**config.mk**
```make
export PLATFORM = sky130hd
export DESIGN_NAME = operandForward
export DESIGN_NICKNAME = d
export VERILOG_FILES = /design/src/hdl/rvPkg.sv /design/src/hdl/operandForward.sv
export SDC_FILE = /design/constraint.sdc
export NUM_CORES = 1
export LEC_CHECK = 0
export ABC_CLOCK_PERIOD_IN_PS = 1600
export BUFFER_PORTS_ARGS = -buffer_cell sky130_fd_sc_hd__buf_2
export CAP_MARGIN = 20
export CORE_AREA = 2 2 68 70
export DETAILED_ROUTE_END_ITERATION = 12
export DIE_AREA = 0 0 70 72
export PLACE_DENSITY = 0.8
export SLEW_MARGIN = 10
export SYNTH_ARGS = -nofsm -noshare
export SYNTH_HDL_FRONTEND = slang
export SYNTH_SLANG_ARGS = --single-unit
```
**constraint.sdc**
```tcl
create_clock -name vclk -period 1.6
set_input_delay 0.08 -clock vclk [all_inputs]
set_output_delay 0.08 -clock vclk [all_outputs]
set_load 0.02 [all_outputs]
```
**src/hdl/rvPkg.sv**
```systemverilog
`default_nettype none

package rvPkg;

  // ====================================================================
  // basic types and opcodes
  // ====================================================================

  typedef logic [31:0] dataWord;  // data, addresses, instructions
  typedef logic [4:0]  regAddr;

  localparam logic [6:0] opLoad   = 7'b0000011;
  localparam logic [6:0] opStore  = 7'b0100011;
  localparam logic [6:0] opAluImm = 7'b0010011;
  localparam logic [6:0] opAluReg = 7'b0110011;
  localparam logic [6:0] opLui    = 7'b0110111;

  // top two bits pick the ALU group
  typedef enum logic [3:0] {
    aluAdd  = 4'b0000,
    aluSub  = 4'b0001,
    aluAnd  = 4'b0100,
    aluOr   = 4'b0101,
    aluXor  = 4'b0110,
    aluSlt  = 4'b1000,
    aluSltu = 4'b1001,
    aluSrl  = 4'b1101,
    aluSll  = 4'b1110,
    aluSra  = 4'b1111
  } aluOp;

  typedef enum logic {fromAlu = 1'b0, fromMemory = 1'b1} resultSource;

  typedef enum logic [1:0] {immI, immS, immU} immFormat;

  // ====================================================================
  // stage bundles
  // ====================================================================

  typedef struct packed {
    dataWord     instr;
    dataWord     pc;
  } fetchBundle;

  typedef struct packed {
    dataWord     regValue1;
    dataWord     regValue2;
    dataWord     imm;
    regAddr      rs1;         // zero when the field is not a source
    regAddr      rs2;
    regAddr      rd;
    logic        regWrite;    // only set for nonzero rd
    logic        memWrite;
    logic        aluSrc;      // second operand is the immediate
    aluOp        aluCode;
    resultSource resultFrom;
  } execBundle;

  typedef struct packed {
    dataWord     aluResult;   // also the load/store address
    dataWord     storeData;
    regAddr      rd;
    logic        regWrite;
    logic        memWrite;
    resultSource resultFrom;
  } memBundle;

  typedef struct packed {
    logic        valid;
    regAddr      rd;
    dataWord     value;
  } retireInfo;

endpackage

`default_nettype wire

```
**src/hdl/operandForward.sv**
```systemverilog
`timescale 1ns/1ps
`default_nettype none

module operandForward import rvPkg::*; (
  input  regAddr    srcReg,
  input  dataWord   regValue,
  input  memBundle  memStage,
  input  retireInfo writeback,
  output dataWord   operand
);

  logic memHit;
  logic wbHit;

  // x0 is never a forwarding target
  assign memHit = (srcReg != '0) && memStage.regWrite && (memStage.rd == srcReg);
  assign wbHit  = (srcReg != '0) && writeback.valid && (writeback.rd == srcReg);

  // newest value wins
  always_comb begin
    if (memHit) begin
      operand = memStage.aluResult;  // never a load because of the load-use stall
    end else if (wbHit) begin
      operand = writeback.value;
    end else begin
      operand = regValue;
    end
  end

endmodule

`default_nettype wire

```
# Yosys cells after proc, flatten, opt, wreduce, memory -nomap -nowiden
# Cells that the tools add are included.
[totals]
regBits = 0
input_bits = 147
[op_classes]
n_eq_ne = 2
n_mux = 2
reduce_logical = 5
[op_table]
columns = ["operator", "n"]
rows = [
  ["32-bit 2-to-1 mux", 2],
  ["5-bit == test", 2],
  ["5-bit nonzero test", 1],
  ["1-bit logical AND", 4],
]

# Depth between registers and ports, before layout
[logic_depth]
ltp_word = 5
ltp_mapped = 6

# Worst setup path after synthesis
# OpenSTA, ideal clock, no wires.
[synth_path]
path_type = "input-to-output"
startpoint = "in srcReg[1]"
endpoint = "out operand[10]"
arrival_time_ps = 1549
path_slack_ps = -29
stages = 5
path_buffers = 1
path_cell_list = "or4_4 > o211ai_2 > clkbuf_2 > o21ai_0 > a31oi_1"
[synth_between]
elab_chain_cells = 5
[synth_lines]
columns = ["element", "line_no", "source"]
rows = [
  ["start: declaration", "operandForward.sv:5", "input regAddr srcReg,"],
  ["5-bit nonzero test", "operandForward.sv:16, operandForward.sv:17", ""],
  ["1-bit logical AND (2 in series)", "operandForward.sv:17", "assign wbHit = (srcReg != '0) && writeback.valid && (writeback.rd == srcReg);"],
  ["32-bit 2-to-1 mux", "operandForward.sv:23", "end else if (wbHit) begin"],
  ["32-bit 2-to-1 mux (*)", "operandForward.sv:21", "if (memHit) begin"],
  ["end: declaration", "operandForward.sv:9", "output dataWord operand"],
]
# Mark *: on every way between the ends. The rest lies on a longest branch, timed or not.

# Worst setup path after layout
[layout_path]
startpoint = "in srcReg[1]"
endpoint = "out operand[6]"
# The elaborated chain is that of the path after synthesis.

==> results.sh <==
export IMPL_portBuffers=145
export IMPL_drive_gt1_frac=0.6319
export IMPL_critPathArrivalTime_ns=1.68
export IMPL_crit_path_start_kind="primary input"
export IMPL_synth_area_top_cells="a31oi_1, nand3_1, nor3_1, o21ai_0, xnor2_1"
export IMPL_end_kind="primary output"
export IMPL_ff_latch_area_um2=0
export IMPL_fmax_mhz=569.4
export IMPL_rows=24
export IMPL_power_density_mw_per_mm2=289.1
export IMPL_fillers=419
export IMPL_vias=1936
export IMPL_start_util=0.2224
export IMPL_critical_path_class="primary input to primary output"
export IMPL_timing_slew_headroom=0.7643
export IMPL_n_clock_buffer=0
export IMPL_finalCritPeriodShare=1.098
export IMPL_grt_max_degree=33
export IMPL_dieWidth_um=70
export IMPL_antenna_found_initial=0
export IMPL_nets=456
export IMPL_antenna_cells=0
export IMPL_drt_iter0_drc=51
export IMPL_die_y_um=72
export IMPL_grt_pass1_wl_um=8017
export IMPL_ctsHoldBuffers=0
export IMPL_layout_min_cycle_time_ns=1.756
export IMPL_synth_cells=169
export IMPL_rsz0062_at_grt="yes"
export IMPL_syn_nets=316
export IMPL_wl_per_cell_um=14.34
export IMPL_pin_count=179
export IMPL_multi_input_area_mm2=0.001035
export IMPL_ys_types=16
export IMPL_fp_coreArea_mm2=0.004264
export IMPL_route_detailed_drc=0
export IMPL_final_setup_worst_slack_ns=-0.1561
export IMPL_vias_per_cell=5.393
export IMPL_area_growth_pct=113.7
export IMPL_p_leak_uw=0.0008436
export IMPL_status="complete, but fails checks"
export IMPL_synth_top_cell_area_share=0.2111
export IMPL_setup_viol=32
export IMPL_avgSynthCellArea_um2=5.612
export IMPL_synth_yosys_seq_area_share=0
export IMPL_hold_violations=0
export IMPL_startpoint="srcReg[1]"
export IMPL_ant_nets=0
export IMPL_peakVddDrop_uv=158.2
export IMPL_final_core_util=0.4754
export IMPL_worst_pin_slew_ns=0.3535
export IMPL_seq_cell_count=0
export IMPL_place_detailed_hpwl_um=4040
export IMPL_max_cap_violations=0
export IMPL_yosys_warnings=0
export IMPL_worstPathMaxFanout=18
export IMPL_total_power_uw=585.9
export IMPL_crit_path_end="operand[6]"
export IMPL_grt_use_total=0.1864
export IMPL_violations="negative setup slack"
export IMPL_yosys_area_top_type="a31oi_1"
export IMPL_drtPass1Iterations=4
export IMPL_gp_congestion=0.8520
export IMPL_synth_area_um2=948.4
export IMPL_die_area_mm2=0.005040
export IMPL_grt_pass1_vias=1831
export IMPL_grt_ovfl_total=0
export IMPL_wl_um=5147
export IMPL_hold_path_class="primary input to primary output"
export IMPL_slew_viol_final=0
export IMPL_required_ns=1.52
synth_stat cells, types with 2 or more instances:
master and number:
a31oi_1 32, xnor2_1 10, nor3_1 32, buf_2 4, buf_4 3, o21ai_1 5, o21ai_0 27, nand4_1 2
nand3_1 32, clkbuf_1 13, o211ai_2 2, clkbuf_2 3
routing by layer:
layer / vias to the layer above / global-route usage / routed length [um]
li1: 938 / - / -
met1: 896 / 0.2047 / 1870
met2: 102 / 0.3894 / 2750
met3: 0 / 0.02778 / 527
met4: 0 / 0.01282 / 0
met5: - / 0 / 0
cells by family after synthesis:
logic type      count (synthesis)  share of synthesized area
compound gates                 67                     0.4169
buf+inv                        23                     0.1121
xor+xnor                       10                    0.09234
simple gates                   69                     0.3786
layout by cell type (no fill, tap or decap):
cell type  count
buf_2        140
or2_4          1
buf_12         4
o211ai_2       1
o211a_1        1
a31oi_1        3
and4_1         1
nor3_1        32
a31oi_2       29
buf_4         13
xnor2_1       10
buf_6          3
nand4_1        2
o21ai_1        5
nand3_1       32
or4_4          1
o21ai_0       27
buf_8          1
o211ai_4       1
worst max-delay path: stages:
cell and delay, ns:
buf_2 0.11, or4_4 0.57, o211ai_2 0.22, buf_6 0.20, o21ai_0 0.11, a31oi_2 0.20, buf_2 0.19
where the power goes:
group          total, uW  internal, uW  switching (uW)
registers              0             0               0
clock network          0             0               0
logic                586           272             313
total                586           272             313
per-stage QoR:
stage                     instances  setup TNS (ns)  setup WS (ns)  area (um2)  hold slack (ns)
final                           359          -3.016        -0.1561        2027           0.5441
after global placement          359          -2.029        -0.1102        1984           0.5375
after CTS                       359          -2.920        -0.1136        2001           0.5487
after detailed placement        359          -2.630        -0.1202        1984           0.5462
after global routing            359          -4.977        -0.1870        2027           0.5703
after floorplan                 169               0        0.02291        1130           0.3752
worst min path at each step:
stage / slack [ns] / cells past startpoint / endpoint / start
4_1_cts: 0.55 / 4 / operand[30] / regValue[30]
5_1_grt: 0.57 / 4 / operand[19] / memStage[59]
3_5_place_dp: 0.55 / 4 / operand[30] / regValue[30]
3_3_place_gp: 0.54 / 4 / operand[30] / regValue[30]
6_report: 0.54 / 4 / operand[30] / regValue[30]
2_1_floorplan: 0.38 / 2 / operand[10] / writeback[10]
what timing repair did:
action,CTS,global route
endpoints found under the setup margin,32,32
buffers inserted,0,0
gates resized for setup,5,7
area by class of cell:
class                           count  share of cell area
Multi-Input combinational cell    146              0.5105
Timing Repair Buffer              161              0.4574
Tap cell                           52             0.03210
Note: power is estimated with default switching activity, not from simulation.
