===== src/hdl/rvPkg.sv =====
`default_nettype none

package rvPkg;

  // ====================================================================
  // basic types and opcodes
  // ====================================================================

  typedef logic [31:0] dataWord;  // data, addresses, instructions
  typedef logic [4:0]  regAddr;

  localparam logic [6:0] opLoad   = 7'b0000011;
  localparam logic [6:0] opStore  = 7'b0100011;
  localparam logic [6:0] opAluImm = 7'b0010011;
  localparam logic [6:0] opAluReg = 7'b0110011;
  localparam logic [6:0] opLui    = 7'b0110111;

  // top two bits pick the ALU group
  typedef enum logic [3:0] {
    aluAdd  = 4'b0000,
    aluSub  = 4'b0001,
    aluAnd  = 4'b0100,
    aluOr   = 4'b0101,
    aluXor  = 4'b0110,
    aluSlt  = 4'b1000,
    aluSltu = 4'b1001,
    aluSrl  = 4'b1101,
    aluSll  = 4'b1110,
    aluSra  = 4'b1111
  } aluOp;

  typedef enum logic {fromAlu = 1'b0, fromMemory = 1'b1} resultSource;

  typedef enum logic [1:0] {immI, immS, immU} immFormat;

  // ====================================================================
  // stage bundles
  // ====================================================================

  typedef struct packed {
    dataWord     instr;
    dataWord     pc;
  } fetchBundle;

  typedef struct packed {
    dataWord     regValue1;
    dataWord     regValue2;
    dataWord     imm;
    regAddr      rs1;         // zero when the field is not a source
    regAddr      rs2;
    regAddr      rd;
    logic        regWrite;    // only set for nonzero rd
    logic        memWrite;
    logic        aluSrc;      // second operand is the immediate
    aluOp        aluCode;
    resultSource resultFrom;
  } execBundle;

  typedef struct packed {
    dataWord     aluResult;   // also the load/store address
    dataWord     storeData;
    regAddr      rd;
    logic        regWrite;
    logic        memWrite;
    resultSource resultFrom;
  } memBundle;

  typedef struct packed {
    logic        valid;
    regAddr      rd;
    dataWord     value;
  } retireInfo;

endpackage

`default_nettype wire


===== src/hdl/executeUnit.sv =====
`timescale 1ns/1ps
`default_nettype none

module executeUnit import rvPkg::*; (
  input  execBundle stage,
  input  dataWord   operandA,
  input  dataWord   operandB,
  output memBundle  result
);

  dataWord    srcB;
  dataWord    aluOut;
  logic [4:0] shamt;

  assign srcB  = stage.aluSrc ? stage.imm : operandB;
  assign shamt = srcB[4:0];

  always_comb begin
    case (stage.aluCode)
      aluAdd:  aluOut = operandA + srcB;
      aluSub:  aluOut = operandA - srcB;
      aluAnd:  aluOut = operandA & srcB;
      aluOr:   aluOut = operandA | srcB;
      aluXor:  aluOut = operandA ^ srcB;
      aluSlt:  aluOut = {31'b0, $signed(operandA) < $signed(srcB)};
      aluSltu: aluOut = {31'b0, operandA < srcB};
      aluSll:  aluOut = operandA << shamt;
      aluSrl:  aluOut = operandA >> shamt;
      aluSra:  aluOut = $signed(operandA) >>> shamt;  // keeps the sign
      default: aluOut = '0;
    endcase
  end

  assign result = '{
    aluResult:  aluOut,
    storeData:  operandB,  // forwarded rs2
    rd:         stage.rd,
    regWrite:   stage.regWrite,
    memWrite:   stage.memWrite,
    resultFrom: stage.resultFrom
  };

endmodule

`default_nettype wire


===== config.mk =====
export PLATFORM = sky130hd
export DESIGN_NAME = executeUnit
export DESIGN_NICKNAME = d
export VERILOG_FILES = /design/src/hdl/rvPkg.sv /design/src/hdl/executeUnit.sv
export SDC_FILE = /design/constraint.sdc
export NUM_CORES = 1
export LEC_CHECK = 0
export ABC_CLOCK_PERIOD_IN_PS = 9000
export BUFFER_PORTS_ARGS = -buffer_cell sky130_fd_sc_hd__buf_2
export CORE_UTILIZATION = 51
export DETAILED_ROUTE_END_ITERATION = 8
export GPL_TIMING_DRIVEN = 0
export PLACE_DENSITY = 0.81
export SLEW_MARGIN = 20
export SYNTH_ARGS = -nofsm -noshare
export SYNTH_HDL_FRONTEND = slang
export SYNTH_SLANG_ARGS = --single-unit

===== constraint.sdc =====
create_clock -name vclk -period 9
set_input_delay 2.7 -clock vclk [all_inputs]
set_output_delay 2.7 -clock vclk [all_outputs]
set_load 0.02 [all_outputs]

-- Word level (Yosys, flattened, before mapping)
Index checks and enable logic that the tools add are counted.
- eq/ne operators: 9
- add/sub/neg operators: 2
- shift operators: 3
- bitwise operators: 3
- mux-type cells: 2
- $lt $le $gt $ge: 2
- reduce and logical (&&, ||, !) cells: 1
- operators with widths (operator ; number):
    32-bit case mux with 10 select lines ; 1
    32-bit less-than comparator ; 2
    32-bit adder ; 1
    32-bit bitwise AND ; 1
    32-bit 2-to-1 mux ; 1
    32-bit OR ; 1
    32-bit by 5-bit left shift with 32-bit output ; 1
    32-bit by 5-bit right shift with 32-bit output ; 1
    32-bit by 5-bit >>> shifter with 32-bit output ; 1
    32-bit subtractor ; 1
    32-bit XOR ; 1
    4-bit equality test, second input constant ; 5
    4-bit by 3-bit equality test with 1-bit output, second input constant ; 3
    4-bit by 1-bit equality test with 1-bit output, second input constant ; 1
    4-bit logical NOT ; 1
- bits of input ports: 183
- register bits after elaboration: 0
- word-level logic and storage cells: 22

-- Depth between registers and ports, before layout
- depth after elaboration: 3
- mapped depth: 18
- depth with buffers taken out: 14

-- Worst setup path after synthesis
OpenSTA, ideal clock, no wires.
- kind: in2out
- start: input port stage[5] (netlist bit)
- end: output port result[60] (netlist bit)
- stages on the path: 16
- required time: 6.300 ns
- path buffers: 5
- setup slack: -0.275 ns
- arrival: 6.575 ns
- cells stage by stage: buf_6 > mux2i_1 > clkbuf_1 > buf_1 > clkbuf_1 > ha_1 > buf_6 > or3b_4 > a31oi_4 > o31ai_2 > o21ai_2 > a21oi_1 > or4_1 > a41oi_2 > xnor2_1 > a221o_1
- RTL lines (what ; line ; text):
    start: declaration ; executeUnit.sv:5 ; input execBundle stage,
    end: declaration ; executeUnit.sv:8 ; output memBundle result

==> results_tabular.tex <==
\begin{tabular}{lr}
\hline
Metric & Value \\
\hline
\multicolumn{2}{l}{\textbf{Logic synthesis}} \\
Combinational family with the most area after synthesis & compound AO/OA/AOI/OAI gates \\
Synthesized instance count & 1390 \\
Warning count from the yosys run & 0 \\
Proportion of synthesized chip area in sequential cells & 0 \\
Post-synthesis area per instance & 6.73 µm² \\
Fraction of the mapped netlist area in compound gates & 0.336 \\
Post-synthesis simple-gate area fraction & 0.196 \\
Multiplexer fraction of the synthesized cell area & 0.186 \\
Synth Area in Adders & 0.135 \\
Area share of xor/xnor cells in the synthesized design & 0.0243 \\
Number of distinct library cells after synthesis & 73 \\
Net Count, Synth & 1673 \\
Syn Std Cell Area & 9360 µm² \\
\multicolumn{2}{l}{\textbf{Drt}} \\
Final Routed Wirelength & 53.0 mm \\
Iteration-0 DRC count of the detailed router & 2202 \\
Count of vias placed by the detailed router & 13192 \\
Post-detailed-route via-to-cell ratio & 7.32 \\
Total iterations of the first detailed-routing run & 7 \\
Total DRC errors in the routed layout & 0 \\
Detail Route Antenna Nets & 0 \\
Detail-routed net length per standard cell & 29.4 µm \\
\multicolumn{2}{l}{\textbf{Worst setup path}} \\
Worst path max stage delay & 0.49 ns \\
Arrival time at the worst endpoint & 6.41 ns \\
Critical Path Sink Type & output pin \\
Critical path's slowest cell & sky130\_fd\_sc\_hd\_\_or4\_1 \\
Data required time at the worst endpoint & 6.30 ns \\
Chain of cells forming the critical path & buf\_12 > mux2i\_4 > inv\_4 > buf\_12 > ha\_4 > inv\_2 > fa\_2 > or3b\_4 > a31oi\_4 > o31ai\_4 > o21ai\_2 > a21oi\_2 > or4\_1 > a41oi\_2 > xnor2\_2 > a221o\_1 > buf\_6 \\
Category of the most critical setup path & in -> out \\
Most frequent CP cell & sky130\_fd\_sc\_hd\_\_buf\_12 \\
Launching element type of the critical path & input port \\
Biggest fanout along the worst timing path & 7 \\
\multicolumn{2}{l}{\textbf{Floorplanning}} \\
Initial Util & 0.521 \\
Count of pins on the block boundary & 255 \\
Row Count & 49 \\
Vert. Die Dim & 137 µm \\
Area of the core region & 18000 µm² \\
Full die area & 18900 µm² \\
Floorplan die width & 137 µm \\
\multicolumn{2}{l}{\textbf{Status}} \\
Violations in the final reports & negative setup slack \\
Run status & finished, violations left \\
\multicolumn{2}{l}{\textbf{Place}} \\
Final estimated routing congestion in global placement & 1.09 \\
Final HPWL DP & 41.2 mm \\
Port Buf Inserts & 171 \\
\multicolumn{2}{l}{\textbf{STA}} \\
Slew HR & 0.274 \\
Highest clock rate & 0.110 GHz \\
Count of pins over their slew limit & 0 \\
RSZ-0062 raised after global routing & yes \\
Worst slack on hold paths & 5.62 ns \\
Number of failing hold endpoints at the final stage & 0 \\
Setup TNS Final & -0.336 ns \\
Final clock period utilization by the worst path & 1.01 \\
Minimum period implied by the final worst setup slack & 9.11 ns \\
Setup ws final & -0.108 ns \\
Final setup fails & 7 \\
Slew at the pin with the worst max-slew slack & 1.08 ns \\
\multicolumn{2}{l}{\textbf{CTS}} \\
Post-cts hold buffer count & 0 \\
\multicolumn{2}{l}{\textbf{Cells and area}} \\
Share of final-layout standard cells stronger than drive strength 1 & 0.252 \\
Most used cells in the layout excluding fill and tap cells & sky130\_fd\_sc\_hd\_\_buf\_2, sky130\_fd\_sc\_hd\_\_nand2\_1, sky130\_fd\_sc\_hd\_\_nor2\_1 \\
Area of the multi-input gates & 8740 µm² \\
Commonest non-fill, non-tap cell in the layout & sky130\_fd\_sc\_hd\_\_buf\_2 \\
Sequential cell count of the final layout & 0 \\
Layout-stage area growth over the synthesis result & 21.9\% \\
Nets@finish & 1858 \\
Register cell area after layout & 0 µm² \\
Count of clock-net buffers in the final layout & 0 \\
Total of fill cells in the finished design & 1649 \\
\multicolumn{2}{l}{\textbf{Global route}} \\
Wire length of the first global-routing pass & 75.8 mm \\
Global-route congestion overflow total & 0 \\
All-Layer GR Usage & 0.554 \\
Pin count of the biggest net entering global routing & 21 \\
Via count of the first global-routing pass & 11973 \\
Antenna violations before repair & 1 \\
\multicolumn{2}{l}{\textbf{Worst hold path}} \\
Path category of the worst min-delay check & in -> out \\
\multicolumn{2}{l}{\textbf{Run}} \\
Total of max-cap violations & 0 \\
\hline
\end{tabular}
[Yosys cell counts (27+ instances only)]
library cell               number  area share
sky130_fd_sc_hd__o211ai_1      35       0.028
sky130_fd_sc_hd__ha_1          98        0.13
sky130_fd_sc_hd__buf_4         44       0.035
sky130_fd_sc_hd__nor3_1        33       0.018
sky130_fd_sc_hd__nand2_1      138       0.055
sky130_fd_sc_hd__nand3_1       27       0.014
sky130_fd_sc_hd__mux2i_1      118        0.13
sky130_fd_sc_hd__a211oi_1      28       0.022
sky130_fd_sc_hd__clkbuf_1      59       0.024
sky130_fd_sc_hd__a21oi_1      105       0.056
sky130_fd_sc_hd__o21ai_0       99       0.053
sky130_fd_sc_hd__nor2_1       137       0.055
sky130_fd_sc_hd__inv_1         91       0.037
[final timing paths]
path / start / end / slack [ns] / cells past startpoint
max: stage[5] / result[60] / -0.11 / 17
min: stage[9] / result[4] / 5.62 / 2
[metrics by stage]
step,utilization,area (µm²),std cells,worst slack [ns]
detailed placement,0.586,10500,1790,-1.36
CTS,0.617,11100,1799,0.00462
global route,0.635,11400,1802,-0.165
floorplan,-,9390,1390,-0.0951
global placement,0.586,10500,1790,-1.45
finish,0.635,11400,1803,-0.108
[logic make-up (layout without fill, tap and decap cells)]
| logic type | count (synthesis) | count (layout) |
|---|---|---|
| compound gates | 466 | 466 |
| xor+xnor | 26 | 26 |
| fa+ha+maj | 100 | 100 |
| buf+inv | 241 | 424 |
| mux | 144 | 144 |
| other cells | 0 | 1 |
| simple gates | 413 | 413 |
[what timing repair did]
action                     4_1_cts  5_1_grt
setup buffers                   19       10
pin swaps                       11       15
gates resized for setup        111       59
setup endpoints to repair       30       23
[worst max-delay path: cells and delay by family]
kind,cells,cell delay [ns]
xor+xnor,1,0.13
buf+inv,5,0.54
simple gates,2,0.90
compound gates,6,1.33
mux,1,0.45
fa+ha+maj,2,0.36
[routing by layer]
metal	vias to the layer above	global-route usage	wire [µm]
li1	5484	-	-
met4	0	0.338	4020
met3	355	0.239	8190
met2	1309	0.799	21700
met1	6044	0.669	19100
met5	-	0.0361	0
[final cells by class]
class,instances,share of cell area
multi-input combinational,1149,0.767
antenna,1,0.000219
buffer,129,0.0788
timing repair buffer,200,0.0971
inverter,95,0.0320
tap,229,0.0251
