`src/hdl/stageRegister.sv`:
```
`timescale 1ns/1ps
`default_nettype none

module stageRegister #(
  parameter type payloadType = logic [31:0]
) (
  input  logic       CLK,
  input  logic       RESET,
  input  logic       stall,   // hold current contents
  input  logic       bubble,  // load an all-zero payload
  input  payloadType din,
  output payloadType dout
);

  always_ff @(posedge CLK) begin
    if (RESET || bubble) begin
      dout <= '0;  // zero payload decodes as a no-op
    end else if (!stall) begin
      dout <= din;
    end
  end

  // a held stage must never be squashed in the same cycle
  stallBubbleExclusive: assert property (
    @(posedge CLK) disable iff (RESET) !(stall && bubble)
  );

endmodule

`default_nettype wire

```
`config.mk`:
```
export PLATFORM = sky130hd
export DESIGN_NAME = stageRegister
export DESIGN_NICKNAME = d
export VERILOG_FILES = /design/src/hdl/stageRegister.sv
export SDC_FILE = /design/constraint.sdc
export NUM_CORES = 1
export LEC_CHECK = 0
export CORE_ASPECT_RATIO = 1.4
export CORE_MARGIN = 10
export CORE_UTILIZATION = 40
export DETAILED_ROUTE_END_ITERATION = 12
export DONT_BUFFER_PORTS = 1
export GPL_ROUTABILITY_DRIVEN = 0
export GPL_TIMING_DRIVEN = 0
export PLACE_DENSITY = 0.54
export SLEW_MARGIN = 20
export SYNTH_ARGS = -nofsm -noshare
export SYNTH_HDL_FRONTEND = slang
export SYNTH_SLANG_ARGS = --single-unit
```
`constraint.sdc`:
```
create_clock -name CLK -period 2.16 [get_ports CLK]
set_input_delay 0.216 -clock CLK [delete_from_list [all_inputs] [get_ports CLK]]
set_output_delay 0.216 -clock CLK [all_outputs]
set_load 0.01 [all_outputs]
```
Word-level counts from Yosys, hierarchy flattened
Index checks and enable logic that the tools add are counted.
{"block": "word_totals", "ff_bits": 32, "input_bits": 36, "output_inout_bits": 32, "word_cells": 2}
{"block": "op_classes", "n_reduce_logical": 1}
{"cell": "$logic_or 1x1->1", "n": 1}

Depth between registers and ports, before layout
Gate-level depths: netlist (run 1).
{"block": "logic_depth", "ltp_word": 1, "ltp_mapped": 4, "ltp_nobuf": 2}

Worst setup path before layout (run 1)
Ideal clock, no wire load.
{"block": "synth_path", "kind": "in2reg", "from": "input port stall", "to": "register dout[0] (netlist bit)", "setup_time_ns": 0.114, "arrival_ns": 0.744, "required_time_ns": 2.046, "path_slack_ns": 1.301, "path_stages": 4, "path_buffers": 2, "cell_sequence": "buf_4 > buf_4 > mux2i_1 > nor2_1"}
{"item": "start: declaration", "line": "9", "text": "input logic stall,"}
{"item": "end signal: assignment", "line": "19", "text": "dout <= din;"}
{"item": "end: declaration", "line": "12", "text": "output payloadType dout"}

Worst setup path in the final report (run 1)
{"block": "layout_path", "from": "register dout[29] (netlist bit)", "to": "output port dout[29] (netlist bit)"}
No word-level cell between the ends.

==> run_results.csv, run 1 <==
group,metric,value,unit
sta,hold_viol,0,
critical_path,start_kind,"flip-flop",
sta,maxSlewHeadroom,90.02,%
logic_synthesis,synth_nets,141,
power_and_ir_drop,power_leakage,0.5793,nW
cts,post_cts_buffers,0,
cts,cts_tree,"yes",
floorplan,die_w,65.44,um
layout,seqCellArea,640.6,sq um
layout,largest_reg_flops,32,
sta,setup_viol,0,
worst_hold_path,hp-class,"in2reg",
critical_path,crit_type,"reg2out",
route,vias,720,
route,wl_per_cell,16.84,um
cts,numCtsBuffers,5,
cts,cts_resized,0,
floorplan,rows,23,
status,status,"completed",
sta,worst_slew_pin_slew,0.1455,ns
sta,final_max_slew_viol_count,0,
sta,period_share,41.27,%
logic_synthesis,yosysTopAreaCellShare,55.41,%
critical_path,crit_arrival,0.68,ns
global_route,grt_pass1_vias,811,
layout,multiInputGateArea,446.7,sq um
layout,num-fill-cells,302,
layout,reg.largest.list,"dout (32)",
logic_synthesis,synth_area_leader_cell,"dfxtp_1",
logic_synthesis,synth_ff_type,"dfxtp_1",
run,drv_cap,0,
critical_path,critPathMaxFanout,2,
logic_synthesis,syn_inst,105,
critical_path,critPathCaptureType,"primary output",
place,dp_slack,1.206,ns
route,drt_iter0_markers,30,
global_route,grt.total_usage,9.543,%
cts,clk_pin_slew,0.06,ns
route,drc,0,
floorplan,fp.coreArea,2820,sq um
floorplan,die_area,5471,sq um
logic_synthesis,synth_edf_count,0,
cts,clock-root-buffer,"clkbuf_8",
logic_synthesis,seq_area_frac_synth,55.41,%
power_and_ir_drop,pwr_density_cell,897.7,nW/um^2
cts,clockBufferDepth,2,
sta,setup_ws,1.269,ns
cts,numClockSinks,32,
route,drt.antenna.violating_nets,0,
route,routed_wl,2526,um
layout,antenna_cells,0,
place,dp_hpwl,2036,um
layout,area_delta_synth_final,11.80,%
critical_path,critPathRequiredTime,1.94,ns
layout,largest-register,"dout",
route,viasPerCell,4.800,
global_route,grt-ovfl-total,0,
floorplan,die_height,83.61,um
logic_synthesis,ys_types,7,
logic_synthesis,yosysWarnings,0,
logic_synthesis,synthTopCellsByCount,"dfxtp_1, mux2i_1, nor2_1, buf_4, buf_6",
layout,nets,148,
cts,clk_latency,0.27,ns
logic_synthesis,synth-seq-cells,32,
sta,fmax,1.122,GHz
logic_synthesis,synthTopCellsByArea,"dfxtp_1, mux2i_1, nor2_1",
logic_synthesis,async_flop_share,0,%
route,drtPass1Iterations,3,
layout,drive_gt1_share,12.39,%
global_route,grt_start_max_net_pins,11,
floorplan,start_util,40.99,%
logic_synthesis,netlist_area,1156,sq um
logic_synthesis,avgSynthCellArea,11.01,sq um
sta,rsz0062_at_grt,"false",
power_and_ir_drop,ir_worst_vdd,0.0004318,V
sta,setup_tns,0,ns
cts,ctsHtreeMaxLevel,2,
sta,fin_skew,0,ns
place,io_buffers,0,
floorplan,boundaryPins,68,
sta,period_minus_slack,0.8915,ns
cts,hold_buffers,0,
global_route,grt_pass1_wl,4008,um
global_route,antenna_found_initial,0,
-- kinds of logic (layout without fill, tap and decap cells) --
family	after synthesis	in the layout	share of synthesized area (%)
muxes	32	32	27.71
buffers and inverters	8	16	5.952
DFF	32	32	55.41
and+or+nand+nor	33	33	10.93
-- area by class of cell --
cell class	count	area share, %
Sequential cell	32	49.56
Multi-Input combinational cell	65	34.56
Clock buffer	8	6.970
Buffer	8	5.324
Tap cell	37	3.582
-- power by group --
group	internal [mW]	total [mW]	switching (mW)
logic	0.0409	0.0792	0.0383
registers	0.610	0.633	0.0227
clock network	0.259	0.448	0.189
total	0.910	1.16	0.250
-- placed cells by master (no fill, tap or decap) --
master / count
clkbuf_2: 1
buf_4: 4
or2_1: 1
nor2_1: 32
clkbuf_8: 6
dfxtp_1: 32
mux2i_1: 32
buf_6: 3
clkbuf_1: 2
-- layer usage --
layer / track usage, % / share of wire, % / up-vias
li1: - / - / 353
met1: 8.780 / 36 / 318
met2: 14.43 / 47 / 45
met3: 8.065 / 16 / 4
met4: 4.688 / 1.3 / 0
met5: 0 / 0 / -
-- worst paths after layout --
kind / startpoint / endpoint / slack [ns] / cells past startpoint
worst max-delay path: dout[29]$_SDFFE_PP0N_ / dout[29] / 1.27 / 0
worst min-delay path: din[17] / dout[17]$_SDFFE_PP0N_ / 0.09 / 2
worst max register to register: dout[26]$_SDFFE_PP0N_ / dout[26]$_SDFFE_PP0N_ / 1.49 / 2
worst min register to register: dout[4]$_SDFFE_PP0N_ / dout[4]$_SDFFE_PP0N_ / 0.57 / 2
-- through the flow --
step | utilization [%] | area [sq um] | cells | hold slack (ns) | total power [mW]
detailed placement | 42.64 | 1202 | 142 | 0.3705 | 0.7277
finish | 45.83 | 1292 | 150 | 0.08540 | 1.160
global route | 45.83 | 1292 | 150 | 0.07926 | 1.224
CTS | 45.83 | 1292 | 150 | 0.07574 | 1.186
global placement | 42.64 | 1202 | 142 | 0.3625 | 0.7254
floorplan | - | 1156 | 105 | 0.3599 | 0.7118
Power figures use the tool's default switching activity.
==> inputs of run 2 (changes only) <==
--- a/config.mk
+++ b/config.mk
@@ -5,6 +5,7 @@
 export SDC_FILE = /design/constraint.sdc
 export NUM_CORES = 1
 export LEC_CHECK = 0
+export ABC_AREA = 1
 export CORE_ASPECT_RATIO = 1.4
 export CORE_MARGIN = 10
 export CORE_UTILIZATION = 40
==> constraint.sdc (replaced) <==
create_clock -name CLK -period 0.85 [get_ports CLK]
set_input_delay 0.085 -clock CLK [delete_from_list [all_inputs] [get_ports CLK]]
set_output_delay 0.085 -clock CLK [all_outputs]
set_load 0.01 [all_outputs]
==> run 2 against run 1 <==
  * Register-to-register slack got worse by 1.4 ns
  * First-iteration DRC count increased by 100%
  * Critical path depth unchanged
  * Combinational power grew to 5.1 times the previous value
  * Non-clock buffer count rose by 35
  * Clock-buffer cell count unchanged
  * Synthesized area up 17%
  * Final area rose by 41%
  * Clock skew did not move
  * Setup slack worse by 1.2 ns
  * Core utilization up 11 points
  * Critical path type unchanged
==> run_results.csv, run 2 <==
group,metric,value,unit
critical_path,critPathRequiredTime,0.76,ns
logic_synthesis,synth_ff_type,"dfxtp_1",
status,status,"completed",
layout,antenna_cells,0,
cts,cts_tree,"yes",
logic_synthesis,synth-seq-cells,32,
logic_synthesis,avgSynthCellArea,6.669,sq um
layout,largest-register,"dout",
sta,whs,0.09311,ns
logic_synthesis,syn_inst,203,
global_route,grt.total_usage,11.62,%
floorplan,fp.coreArea,3183,sq um
power_and_ir_drop,ir_worst_vdd,0.001102,V
sta,fin_skew,0,ns
logic_synthesis,synth_compound_area_share,0,%
layout,nets,279,
layout,reg.largest.list,"dout (32)",
layout,num-fill-cells,309,
sta,period_minus_slack,0.7686,ns
sta,fmax,1.301,GHz
layout,seqCellArea,640.6,sq um
cts,cts_resized,0,
power_and_ir_drop,power_leakage,0.8619,nW
cts,clk_pin_slew,0.06,ns
logic_synthesis,netlist_area,1354,sq um
floorplan,die_height,88.84,um
place,dpl_cell_area,1403,sq um
logic_synthesis,synthSimpleGateAreaFrac,36.32,%
logic_synthesis,synth_area_leader_cell,"dfxtp_1",
logic_synthesis,synth-xor-area-share,0,%
logic_synthesis,synthTopCellsByCount,"nand2_1, nor2_1, dfxtp_1, inv_1, buf_6",
sta,worst_slew_pin_slew,0.1781,ns
cts,clk_latency,0.28,ns
floorplan,boundaryPins,68,
sta,period_share,90.43,%
layout,area_delta_synth_final,34.66,%
logic_synthesis,synth_mux_area_share,0,%
place,dp_cells,242,
logic_synthesis,yosysTopAreaCellShare,47.32,%
global_route,grt-ovfl-total,0,
route,drt.antenna.violating_nets,0,
sta,hold_viol,0,
layout,stdcell_count,283,
logic_synthesis,synth_nets,239,
logic_synthesis,ys_types,7,
critical_path,crit_type,"reg2out",
critical_path,crit_arrival,0.68,ns
floorplan,die_w,69.17,um
logic_synthesis,synth_edf_count,0,
cts,numCtsBuffers,5,
critical_path,critPathCaptureType,"primary output",
sta,final_max_slew_viol_count,0,
sta,setup_viol,0,
route,routed_wl,3540,um
critical_path,critPathMaxFanout,2,
route,drt_iter0_markers,60,
logic_synthesis,seq_area_frac_synth,47.32,%
run,drv_cap,0,
global_route,grt_start_max_net_pins,11,
layout,design_area,1823,sq um
global_route,antenna_found_initial,0,
logic_synthesis,async_flop_share,0,%
logic_synthesis,synthTopCellsByArea,"dfxtp_1, nand2_1, nor2_1",
worst_hold_path,hp-class,"in2reg",
floorplan,die_area,6145,sq um
cts,numClockSinks,32,
place,dp_hpwl,2558,um
cts,clockBufferDepth,2,
place,io_buffers,0,
route,drtPass1Iterations,4,
global_route,grt_pass1_vias,1277,
logic_synthesis,synthAdderAreaFrac,0,%
layout,multiInputGateArea,491.7,sq um
layout,largest_reg_flops,32,
cts,clock-root-buffer,"clkbuf_8",
logic_synthesis,yosysWarnings,0,
sta,rsz0062_at_grt,"false",
sta,maxSlewHeadroom,88.11,%
sta,setup_tns,0,ns
critical_path,start_kind,"flip-flop",
layout,drive_gt1_share,6.967,%
logic_synthesis,synth_top_family_by_area,"simple AND/OR/NAND/NOR gates",
power_and_ir_drop,pwr_density_cell,1776,nW/um^2
route,viasPerCell,4.392,
global_route,grt_pass1_wl,5782,um
route,wl_per_cell,12.51,um
route,vias,1243,
floorplan,start_util,42.53,%
cts,ctsHtreeMaxLevel,2,
floorplan,rows,24,
layout,final_cell_mix,"nor2_1, nand2_1, dlygate4sd3_1, inv_1, dfxtp_1",
route,drc,0,
## run 2: changes by cell type after synthesis
cell	previous run	this run
buf_6	3	7
buf_4	4	3
nand2_1	0	64
nor2_1	32	64
mux2i_1	32	0
inv_1	0	32
clkbuf_2	1	0
or2_1	1	0
nor2_4	0	1
## run 2: metal layers
| layer | wire [um] | global-route usage (%) | up-vias |
|---|---|---|---|
| met5 | 0 | 0 | - |
| met4 | 67 | 5.688 | 0 |
| met3 | 426 | 7.287 | 8 |
| met2 | 1783 | 20.33 | 51 |
| met1 | 1263 | 10.39 | 534 |
| li1 | - | - | 650 |
## run 2: worst paths after layout
kind / to / slack (ns) / cells after the start / from
setup reg to reg: dout[7]$_SDFFE_PP0N_ / 0.13 / 4 / dout[7]$_SDFFE_PP0N_
hold reg to reg: dout[9]$_SDFFE_PP0N_ / 0.56 / 4 / dout[9]$_SDFFE_PP0N_
hold / removal: dout[20]$_SDFFE_PP0N_ / 0.09 / 4 / RESET
setup / recovery: dout[11] / 0.08 / 0 / dout[11]$_SDFFE_PP0N_
## run 2: logic make-up (layout without fill, tap and decap cells)
group | count (synthesis) | after routing
DFF | 32 | 32
buffers and inverters | 42 | 83
and+or+nand+nor | 129 | 129
## run 2: area by class of cell
class	count	share of cell area, %
Tap cell	39	2.677
Inverter	32	6.589
Sequential cell	32	35.14
Clock buffer	8	4.942
Multi-Input combinational cell	129	26.97
Buffer	10	5.559
Timing Repair Buffer	33	18.12
## run 2: per-stage QoR
stage	util, %	total power, mW	setup WS, ns
after global routing	57.27	3.399	0.03695
final	57.27	3.239	0.08136
after global placement	44.06	1.947	0.1884
after floorplan	-	1.896	0.2390
after CTS	57.27	3.274	0.06200
after detailed placement	44.06	1.960	0.1142
## run 2: repair_timing
action                    CTS  global route
hold endpoints to repair   32             0
hold buffers               33             0
setup buffers               0             0
## run 2: power by group
group	switching [mW]	internal, mW
Clock	0.535	0.660
Combinational	0.184	0.217
Sequential	0.0765	1.57
