File: config.mk
export PLATFORM = sky130hd
export DESIGN_NAME = fetchStage
export DESIGN_NICKNAME = d
export VERILOG_FILES = /design/src/hdl/rvPkg.sv /design/src/hdl/fetchStage.sv
export SDC_FILE = /design/constraint.sdc
export NUM_CORES = 1
export LEC_CHECK = 0
export CAP_MARGIN = 15
export CORE_ASPECT_RATIO = 0.8
export CORE_MARGIN = 5
export CORE_UTILIZATION = 55
export CTS_BUF_LIST = sky130_fd_sc_hd__clkbuf_4 sky130_fd_sc_hd__clkbuf_8
export DETAILED_ROUTE_END_ITERATION = 8
export DONT_BUFFER_PORTS = 1
export MAX_ROUTING_LAYER = met4
export PLACE_DENSITY = 0.73
export SYNTH_ARGS = -nofsm -noshare
export SYNTH_HDL_FRONTEND = slang
export SYNTH_SLANG_ARGS = --single-unit
File: constraint.sdc
create_clock -name CLK -period 1.6 [get_ports CLK]
set_input_delay 0.16 -clock CLK [delete_from_list [all_inputs] [get_ports CLK]]
set_output_delay 0.16 -clock CLK [all_outputs]
set_load 0.01 [all_outputs]
File: src/hdl/rvPkg.sv
`default_nettype none

package rvPkg;

  // ====================================================================
  // basic types and opcodes
  // ====================================================================

  typedef logic [31:0] dataWord;  // data, addresses, instructions
  typedef logic [4:0]  regAddr;

  localparam logic [6:0] opLoad   = 7'b0000011;
  localparam logic [6:0] opStore  = 7'b0100011;
  localparam logic [6:0] opAluImm = 7'b0010011;
  localparam logic [6:0] opAluReg = 7'b0110011;
  localparam logic [6:0] opLui    = 7'b0110111;

  // top two bits pick the ALU group
  typedef enum logic [3:0] {
    aluAdd  = 4'b0000,
    aluSub  = 4'b0001,
    aluAnd  = 4'b0100,
    aluOr   = 4'b0101,
    aluXor  = 4'b0110,
    aluSlt  = 4'b1000,
    aluSltu = 4'b1001,
    aluSrl  = 4'b1101,
    aluSll  = 4'b1110,
    aluSra  = 4'b1111
  } aluOp;

  typedef enum logic {fromAlu = 1'b0, fromMemory = 1'b1} resultSource;

  typedef enum logic [1:0] {immI, immS, immU} immFormat;

  // ====================================================================
  // stage bundles
  // ====================================================================

  typedef struct packed {
    dataWord     instr;
    dataWord     pc;
  } fetchBundle;

  typedef struct packed {
    dataWord     regValue1;
    dataWord     regValue2;
    dataWord     imm;
    regAddr      rs1;         // zero when the field is not a source
    regAddr      rs2;
    regAddr      rd;
    logic        regWrite;    // only set for nonzero rd
    logic        memWrite;
    logic        aluSrc;      // second operand is the immediate
    aluOp        aluCode;
    resultSource resultFrom;
  } execBundle;

  typedef struct packed {
    dataWord     aluResult;   // also the load/store address
    dataWord     storeData;
    regAddr      rd;
    logic        regWrite;
    logic        memWrite;
    resultSource resultFrom;
  } memBundle;

  typedef struct packed {
    logic        valid;
    regAddr      rd;
    dataWord     value;
  } retireInfo;

endpackage

`default_nettype wire

File: src/hdl/fetchStage.sv
`timescale 1ns/1ps
`default_nettype none

module fetchStage import rvPkg::*; (
  input  logic       CLK,
  input  logic       RESET,
  input  logic       stall,
  output dataWord    fetchAddr,
  input  dataWord    instrWord,
  output fetchBundle fetched
);

  dataWord pc;
  dataWord pcPlus4;

  assign pcPlus4 = pc + 32'd4;

  always_ff @(posedge CLK) begin
    if (RESET) begin
      pc <= '0;
    end else if (!stall) begin
      pc <= pcPlus4;  // always sequential without branches
    end
  end

  assign fetchAddr = pc;
  assign fetched   = '{instr: instrWord, pc: pc};

  pcWordAligned: assert property (
    @(posedge CLK) disable iff (RESET) fetchAddr[1:0] == 2'b00
  );

endmodule

`default_nettype wire

* Yosys cells after proc, flatten, opt, wreduce, memory -nomap -nowiden *
Index checks and enable logic that the tools add are counted.

word-level totals
  word-level logic and storage cells = 2
  ROM bits = 0
  bits in latches = 0
  output and inout port bits = 96
  input bits = 35
  bits in registers = 32
  memories = 0
  memory bits (writable) = 0

cells by class
  order comparisons = 0
  reductions and logical operators = 0
  multiply operators = 0
  multiplexer cells = 0
  equality and inequality tests = 0
  shift operators = 0
  bitwise operators = 0
  divide/modulo/power cells = 0
  $add $sub $neg = 1

operators with widths
  operator               number
  $add 32x3->32 const B  1

* Logic depth before layout (Yosys ltp) *
Gate-level depths: netlist of run 1.

  depth in word-level cells = 1
  depth in mapped cells = 7

* Worst setup path before layout of run 1 *
OpenSTA, ideal clock, no wires.

  kind = register -> register
  from = register pc[5], in the netlist fetchAddr[5]
  to = register pc[31], in the netlist fetchAddr[31]
  arrival = 1.600 ns
  clock period less this slack = 1.720 ns
  cell stages (with the launch flop) = 6
  required time = 1.479 ns
  slack = -0.120 ns
  cell sequence = dfxtp_1 -> and4_1 -> buf_6 -> nand4_2 -> nor4_2 -> mux2_2

on the way
  cells in the longest elaborated chain, start to end = 1

ends and longest elaborated chain
  item                    line              source
  start, declared         fetchStage.sv:13  dataWord pc;
  start signal, assigned  fetchStage.sv:22  pc <= pcPlus4;
  $add 32x3->32           fetchStage.sv:16  assign pcPlus4 = pc + 32'd4;

Every way passes these cells.
A chain may end at the register's enable or synchronous reset.

* Worst setup path after layout of run 1 *
  from = register pc[2], in the netlist fetchAddr[2]
  to = register pc[30], in the netlist fetchAddr[30]

The elaborated chain is that of the path after synthesis.

==> impl_results.rst, run 1 <==
.. list-table::
   :header-rows: 1

   * - Metric
     - Value
   * - Number of clock buffers inserted by TritonCTS
     - 5
   * - Remaining DRCs
     - 0
   * - Count of warnings emitted by yosys
     - 0
   * - Post-placement cell count
     - 237
   * - Min setup slack post-route
     - -0.008947 ns
   * - Peak fanout along the critical path
     - 6
   * - Unique masters post-synth
     - 35
   * - Number of register bits inferred by synthesis
     - 30
   * - Non-filler instance count after layout
     - 250
   * - Mean instance size in the synthesized netlist
     - 8.605 um^2
   * - Buffers from clock root to sink, at most
     - 2
   * - Power per cell area
     - 695.5 nW/um^2
   * - Worst setup EP type
     - flop
   * - Placed cell areas
     - 1780 um^2
   * - Max FFs per register
     - 30
   * - Clock insertion delay at the later pin of the skew report
     - 0.28 ns
   * - Vias/cell
     - 5.916
   * - Final design area excluding fillers
     - 2042 um^2
   * - Hold WS
     - 0.03981 ns
   * - Detail Placement HPWL
     - 2839 um
   * - Arrival time reported for the critical path endpoint
     - 1.82 ns
   * - Die boundary height
     - 63.54 um
   * - Part of the total power dissipated in sequential elements
     - 53.5%
   * - Required @ worst endpoint
     - 1.81 ns
   * - Violated checks
     - setup timing
   * - Top cells by area, synth
     - dfxtp_1 (30%), buf_4 (25%), a21oi_1 (3.8%)
   * - Antenna viol nets, final
     - 0
   * - Number of inserted diodes
     - 0
   * - Leakage power
     - 0.7929 nW
   * - Count of maximum capacitance violations
     - 0
   * - Iteration-0 DRC count of the detailed router
     - 113
   * - Count of TritonRoute iterations in the first routing pass
     - 4
   * - Number of global-route vias before repair
     - 1,426
   * - Initial core utilization
     - 57.17%
   * - Length in cells of the worst reg-to-reg path
     - 5
   * - Antenna violations before repair
     - 0
   * - Number of filler instances in the final layout
     - 282
   * - Peak ir drop on the vdd network
     - 0.5260 mV
   * - Global-route wire length before repair
     - 6520 um
   * - Area delta synth->final
     - 3.619%
   * - Hold/Removal Path Class
     - in -> reg
   * - Core Box Area
     - 3447 um^2
   * - Period utilization
     - 100.6%
   * - Switching fraction of total power
     - 23.28%
   * - Post-synthesis async set-or-reset flop share
     - 0%
   * - Cell type contributing the most total cell area after synthesis
     - dfxtp_1
   * - H-tree depth reported by CTS
     - 2
   * - Total congestion overflow after global routing
     - 0
   * - Global routing usage summed across all routing layers
     - 16.48%
   * - Portion of synthesized cell area occupied by the leading cell type
     - 30.48%
   * - Die X
     - 76.93 um
   * - Largest net degree at the start of global routing
     - 28
   * - Result of the run
     - finished with violations
   * - Share of cells above drive strength 1
     - 42.79%
   * - Overall power of the completed layout
     - 1.420 mW
   * - Syn Inst Count
     - 229
   * - Crit path launch type
     - flop
   * - Clock Sink Count
     - 30
   * - Count of flip-flops with a built-in enable after synthesis
     - 0
   * - Number of cells on the worst hold path
     - 2
   * - Sw power
     - 0.3307 mW
   * - Number of vias after detailed routing
     - 1,479
   * - Top achievable clock speed
     - 621.5 MHz
   * - Standard-cell row count
     - 19
   * - Post-layout min period
     - 1.609 ns
   * - RSZ-0062 raised after global routing
     - yes
   * - CTS tree
     - yes
   * - Final routed wire length divided by cell count
     - 17.38 um
   * - Internal power contribution
     - 1.090 mW
   * - Root buffer cell
     - clkbuf_8
   * - Worst-path clk slew
     - 0.07 ns
   * - Class of the most critical setup path
     - reg -> reg
   * - Hold Violations, Final
     - 0
   * - Rel. slew slack
     - 25.30%
   * - Transition time at the pin with the least slew margin
     - 1.117 ns
   * - Setup Skew
     - 0.006726 ns
   * - Netlist Area Pre-Place
     - 1971 um^2
   * - Nets@finish
     - 243
   * - Total count of max-transition violations in the final report
     - 0
   * - Ports placed on the boundary
     - 131
   * - Die area
     - 4888 um^2
   * - Portion of total power attributed to combinational logic
     - 3.8%
   * - Routability congestion estimate
     - 0.7947
   * - Number of endpoints failing setup at the final stage
     - 2
   * - Buffers added on ports
     - 0
   * - Total wire length after detailed routing
     - 4345 um
   * - Part of the total power dissipated in the clock network
     - 42.7%
   * - Predominant post-synthesis flop cell
     - dfxtp_1
   * - Proportion of synthesized chip area in sequential cells
     - 30.48%
## per-layer routing
layer / wire length [um] / GRT usage, %
met1: 1815 / 18.19
met2: 2104 / 26.69
met3: 377 / 7.265
met4: 48 / 5.240
met5: 0 / -
## worst max-delay path: stages (launching register included)
cell and delay, ns:
dfxtp_4 0.37, ha_4 0.13, and3b_2 0.27, nand3_4 0.12
or4_4 0.53, a21oi_2 0.12
## stage by stage
step / TNS, ns / worst slack, ns / utilization (%)
after floorplan: 0 / 0.003611 / -
final: -0.009744 / -0.008947 / 59.24
after global placement: 0 / 0.05896 / 51.65
after global routing: -0.3326 / -0.06276 / 59.24
after detailed placement: 0 / 0.01796 / 51.65
after CTS: 0 / 0.01248 / 54.48
## cells in the final DEF (no fill, tap or decap), types with 2 or more instances in the layout
cell / synthesis / final
and4_4: 2 / 4
or4_1: 9 / 6
nor2b_1: 4 / 4
nand3_1: 9 / 9
buf_6: 3 / 3
a21oi_2: 0 / 5
nand4_4: 1 / 3
or4_4: 0 / 3
nand4_1: 7 / 7
dfxtp_2: 0 / 11
o31ai_1: 9 / 8
xor2_1: 6 / 6
clkbuf_8: 0 / 5
nor2_1: 15 / 15
nand3_4: 1 / 3
nand2_1: 7 / 6
clkinv_2: 0 / 2
o21ai_0: 6 / 6
nor3_1: 3 / 2
xnor2_1: 5 / 5
or3_1: 6 / 6
buf_4: 66 / 36
dfxtp_4: 0 / 2
conb_1: 1 / 4
mux2_2: 3 / 2
dfxtp_1: 30 / 17
inv_1: 3 / 3
and3_1: 2 / 2
a21oi_1: 15 / 10
## timing repair
item                       in CTS  in global routing
setup endpoints to repair       1                 14
pin swaps                       0                 15
hold endpoints to repair       27                  0
resized for setup               1                 30
cloned                          0                  2
buffers inserted                0                  2
hold buffers                    1                  0
## cell type report
cell class	instances	area, um^2	area share (%)
Multi-Input combinational cell	127	955.9	46.81
Sequential cell	30	621.8	30.45
Timing Repair Buffer	40	314.1	15.38
Clock buffer	6	76.32	3.738
Tap cell	42	52.55	2.574
Inverter	3	11.26	0.5515
Clock inverter	2	10.01	0.4902
## power groups by stage
stage / registers (mW) / clock network [mW] / logic, mW
2_1_floorplan: 0.779 / 0 / 0.125
3_3_place_gp: 0.773 / 0 / 0.0366
3_5_place_dp: 0.774 / 0 / 0.0373
4_1_cts: 0.757 / 0.618 / 0.0494
5_1_grt: 0.759 / 0.658 / 0.0595
6_report: 0.759 / 0.607 / 0.0539
## cells by family (layout without fill, tap and decap cells)
group,Yosys count,count (layout),synth area share (%)
AOI/OAI and AO/OA,30,30,8.762
xor gates and xnor gates,11,11,4.889
adders and majority gates,1,1,0.6348
buffers and inverters,77,51,28.51
DFF,30,30,30.48
muxes,4,4,2.222
other,1,4,0.1903
and+or+nand+nor,75,77,24.32
## cells in the mapped netlist (2+ instances only)
master / count
a21oi_1: 15
and3_1: 2
and4_1: 3
and4_4: 2
buf_2: 2
buf_4: 66
buf_6: 3
clkbuf_1: 2
dfxtp_1: 30
inv_1: 3
mux2_2: 3
nand2_1: 7
nand3_1: 9
nand4_1: 7
nor2_1: 15
nor2b_1: 4
nor3_1: 3
o21ai_0: 6
o31ai_1: 9
or3_1: 6
or4_1: 9
xnor2_1: 5
xor2_1: 6
## path summary, 6_finish.rpt
| check | to | slack, ns | startpoint |
|---|---|---|---|
| worst min-delay path | fetchAddr[3]$_SDFFE_PP0N_ | 0.04 | stall |
| worst min register to register | fetchAddr[30]$_SDFFE_PP0N_ | 0.54 | fetchAddr[30]$_SDFFE_PP0N_ |
| worst max-delay path | fetchAddr[30]$_SDFFE_PP0N_ | -0.009 | fetchAddr[2]$_SDFFE_PP0N_ |
| worst max register to register | fetchAddr[30]$_SDFFE_PP0N_ | -0.009 | fetchAddr[2]$_SDFFE_PP0N_ |
Power figures use the tool's default switching activity.
==> inputs of run 2 (changes only) <==
--- a/config.mk
+++ b/config.mk
@@ -15,3 +15,3 @@
 export MAX_ROUTING_LAYER = met4
-export PLACE_DENSITY = 0.73
+export PLACE_DENSITY = 0.7
 export SYNTH_ARGS = -nofsm -noshare
==> constraint.sdc (replaced) <==
create_clock -name CLK -period 1.9 [get_ports CLK]
set_input_delay 0.285 -clock CLK [delete_from_list [all_inputs] [get_ports CLK]]
set_output_delay 0.285 -clock CLK [all_outputs]
set_load 0.01 [all_outputs]
==> impl_results.rst, run 2 (same netlist as run 1, synthesis figures left out) <==
.. list-table::
   :header-rows: 1

   * - Metric
     - Value
   * - Commonest non-fill, non-tap cell in the layout
     - dfxtp_1
   * - Hold Violations, Final
     - 0 (unchanged)
   * - Number of global-route vias before repair
     - 1,355 (-5.0%)
   * - Total wire length after detailed routing
     - 4034 um (-7.2%)
   * - Buffers added on ports
     - 0 (unchanged)
   * - Detail Placement HPWL
     - 2935 um (+3.4%)
   * - Clock Sink Count
     - 30 (unchanged)
   * - Master of the slowest instance on the critical path
     - or4_1
   * - Fin Setup TNS
     - 0 ns (+0.009744 ns)
   * - Count of TritonRoute iterations in the first routing pass
     - 4 (unchanged)
   * - Ports placed on the boundary
     - 131 (unchanged)
   * - Clock insertion delay at the later pin of the skew report
     - 0.28 ns (about the same)
   * - Antenna viol nets, final
     - 0 (unchanged)
   * - RSZ-0062 raised after global routing
     - no
   * - Max FFs per register
     - 30 (unchanged)
   * - Crit path launch type
     - flop
   * - Quantity of gates resized following cts
     - 0 (-1)
   * - Buffers inserted by post-CTS timing repair
     - 0 (unchanged)
   * - Number of filler instances in the final layout
     - 303 (+7.4%)
   * - Root buffer cell
     - clkbuf_8
   * - Min setup slack post-route
     - 0.1675 ns (+0.1764 ns)
   * - Final Util
     - 51.91% (-7.3 points)
   * - Worst setup EP type
     - flop
   * - Number of clock buffers inserted by TritonCTS
     - 5 (unchanged)
   * - Count of maximum capacitance violations
     - 0 (unchanged)
   * - CTS tree
     - yes
   * - Top library cells by usage in the layout, fill and taps aside
     - dfxtp_1 (30), buf_4 (28), a21oi_1 (15), nor2_1 (15)
   * - Routability congestion estimate
     - 0.8399 (+5.7%)
   * - Class of the most critical setup path
     - reg -> reg
   * - Post-layout min period
     - 1.733 ns (+0.1236 ns)
   * - Power per cell area
     - 675.1 nW/um^2 (-2.9%)
   * - Count of hold-fix buffers inserted at cts
     - 0 (-1)
   * - Cells along the critical path
     - ha_1 -> and3b_1 -> nand3_4 -> or4_1 -> a21oi_1
   * - Vias/cell
     - 5.898 (-0.30%)
   * - Arrival time reported for the critical path endpoint
     - 1.94 ns (+0.12 ns)
   * - Die boundary height
     - 63.54 um (unchanged)
   * - Top achievable clock speed
     - 577.2 MHz (-7.1%)
   * - Sw power
     - 0.2709 mW (-18%)
   * - Peak ir drop on the vdd network
     - 0.3846 mV (-27%)
   * - Global routing usage summed across all routing layers
     - 17.03% (+0.55 points)
   * - Buffers from clock root to sink, at most
     - 2 (unchanged)
   * - Worst-path clk slew
     - 0.07 ns (about the same)
   * - Number of vias after detailed routing
     - 1,392 (-5.9%)
   * - Multi-input gate area
     - 819.5 um^2 (-14%)
   * - Iteration-0 DRC count of the detailed router
     - 117 (+3.5%)
   * - Largest net degree at the start of global routing
     - 34 (+21%)
   * - Final routed wire length divided by cell count
     - 17.09 um (-1.7%)
   * - Portion of total power attributed to combinational logic
     - 2.6% (-1.2 points)
   * - Standard-cell row count
     - 19 (unchanged)
   * - Setup Skew
     - 0.005964 ns (-0.0007620 ns)
   * - Remaining DRCs
     - 0 (unchanged)
   * - Switching fraction of total power
     - 22.43% (-0.85 points)
   * - Nets@finish
     - 229 (-5.8%)
   * - Share of cells above drive strength 1
     - 23.71% (-19 points)
   * - Total count of max-transition violations in the final report
     - 0 (unchanged)
   * - Die area
     - 4888 um^2 (unchanged)
   * - H-tree depth reported by CTS
     - 2 (unchanged)
   * - Result of the run
     - finished clean
   * - Area delta synth->final
     - -9.206%
   * - Period utilization
     - 91.18% (-9.4 points)
   * - Required @ worst endpoint
     - 2.11 ns (+0.30 ns)
   * - Area of all sequential standard cells
     - 600.6 um^2 (-3.4%)
   * - Antenna violations before repair
     - 0 (unchanged)
   * - Hold/Removal Path Class
     - in -> reg
   * - Leakage power
     - 0.6617 nW (-17%)
   * - Number of endpoints failing setup at the final stage
     - 0 (-2)
   * - Peak fanout along the critical path
     - 14 (+8)
   * - Total congestion overflow after global routing
     - 0 (unchanged)
   * - Initial core utilization
     - 57.17% (unchanged)
   * - Number of inserted diodes
     - 0 (unchanged)
   * - Die X
     - 76.93 um (unchanged)
   * - Global-route wire length before repair
     - 6672 um (+2.3%)
   * - Part of the total power dissipated in the clock network
     - 44.6% (+1.9 points)
   * - Worst slack after detailed placement
     - 0.2110 ns (+0.1931 ns)
   * - Slowest stage delay, CP
     - 0.50 ns (-0.03 ns)
   * - Internal power contribution
     - 0.9370 mW (-14%)
   * - Core Box Area
     - 3447 um^2 (unchanged)
   * - Part of the total power dissipated in sequential elements
     - 52.8% (-0.7 points)
[run 2: changes by cell type in the layout (fill, tap and decap cells not counted), moves of 5 or more]
cell     before  now
dfxtp_1      17   30
dfxtp_2      11    0
buf_4        36   28
a21oi_1      10   15
a21oi_2       5    0
[run 2: layout make-up]
class                           instances  share of cell area, %
Clock buffer                            6                  4.615
Inverter                                3                 0.6294
Sequential cell                        30                  33.57
Tap cell                               42                  2.937
Clock inverter                          2                 0.6993
Multi-Input combinational cell        125                  45.80
Timing Repair Buffer                   28                  11.75
[run 2: worst paths after layout]
path	cells past startpoint	endpoint	slack [ns]	start
max	5	fetchAddr[30]$_SDFFE_PP0N_	0.17	fetchAddr[2]$_SDFFE_PP0N_
min	1	fetchAddr[26]$_SDFFE_PP0N_	0.07	RESET
max reg2reg	5	fetchAddr[30]$_SDFFE_PP0N_	0.17	fetchAddr[2]$_SDFFE_PP0N_
min reg2reg	2	fetchAddr[2]$_SDFFE_PP0N_	0.57	fetchAddr[2]$_SDFFE_PP0N_
[run 2: critical path: cells and delay by family (launching register included)]
family	cells	cell delay [ns]
adder cells (fa/ha/maj)	1	0.18
flip-flops	1	0.39
AO/OA/AOI/OAI	1	0.16
AND/OR/NAND/NOR	3	0.94
[run 2: metal layers]
metal  global-route usage (%)  share of wire [%]  vias up
met5                        -                  0        -
met4                    6.332               0.57        0
met3                    8.120                 10        6
met2                    26.69                 47       58
met1                    18.78                 42      670
li1                         -                  -      658
[run 2: power by group through the flow]
stage               Clock (mW)  Sequential, mW  Combinational (mW)
detailed placement           0           0.652              0.0317
floorplan                    0           0.656               0.105
CTS                      0.552           0.637              0.0318
global route             0.592           0.638              0.0350
global placement             0           0.651              0.0305
finish                   0.539           0.638              0.0314
[run 2: through the flow]
stage	total power, mW	std cells	instance area (um^2)	hold slack (ns)
after floorplan	0.7610	232	1982	0.4298
after global placement	0.6815	228	1694	0.3589
after detailed placement	0.6834	228	1694	0.3606
after CTS	1.221	236	1789	0.05846
after global routing	1.265	236	1789	0.05279
final	1.208	236	1789	0.07160
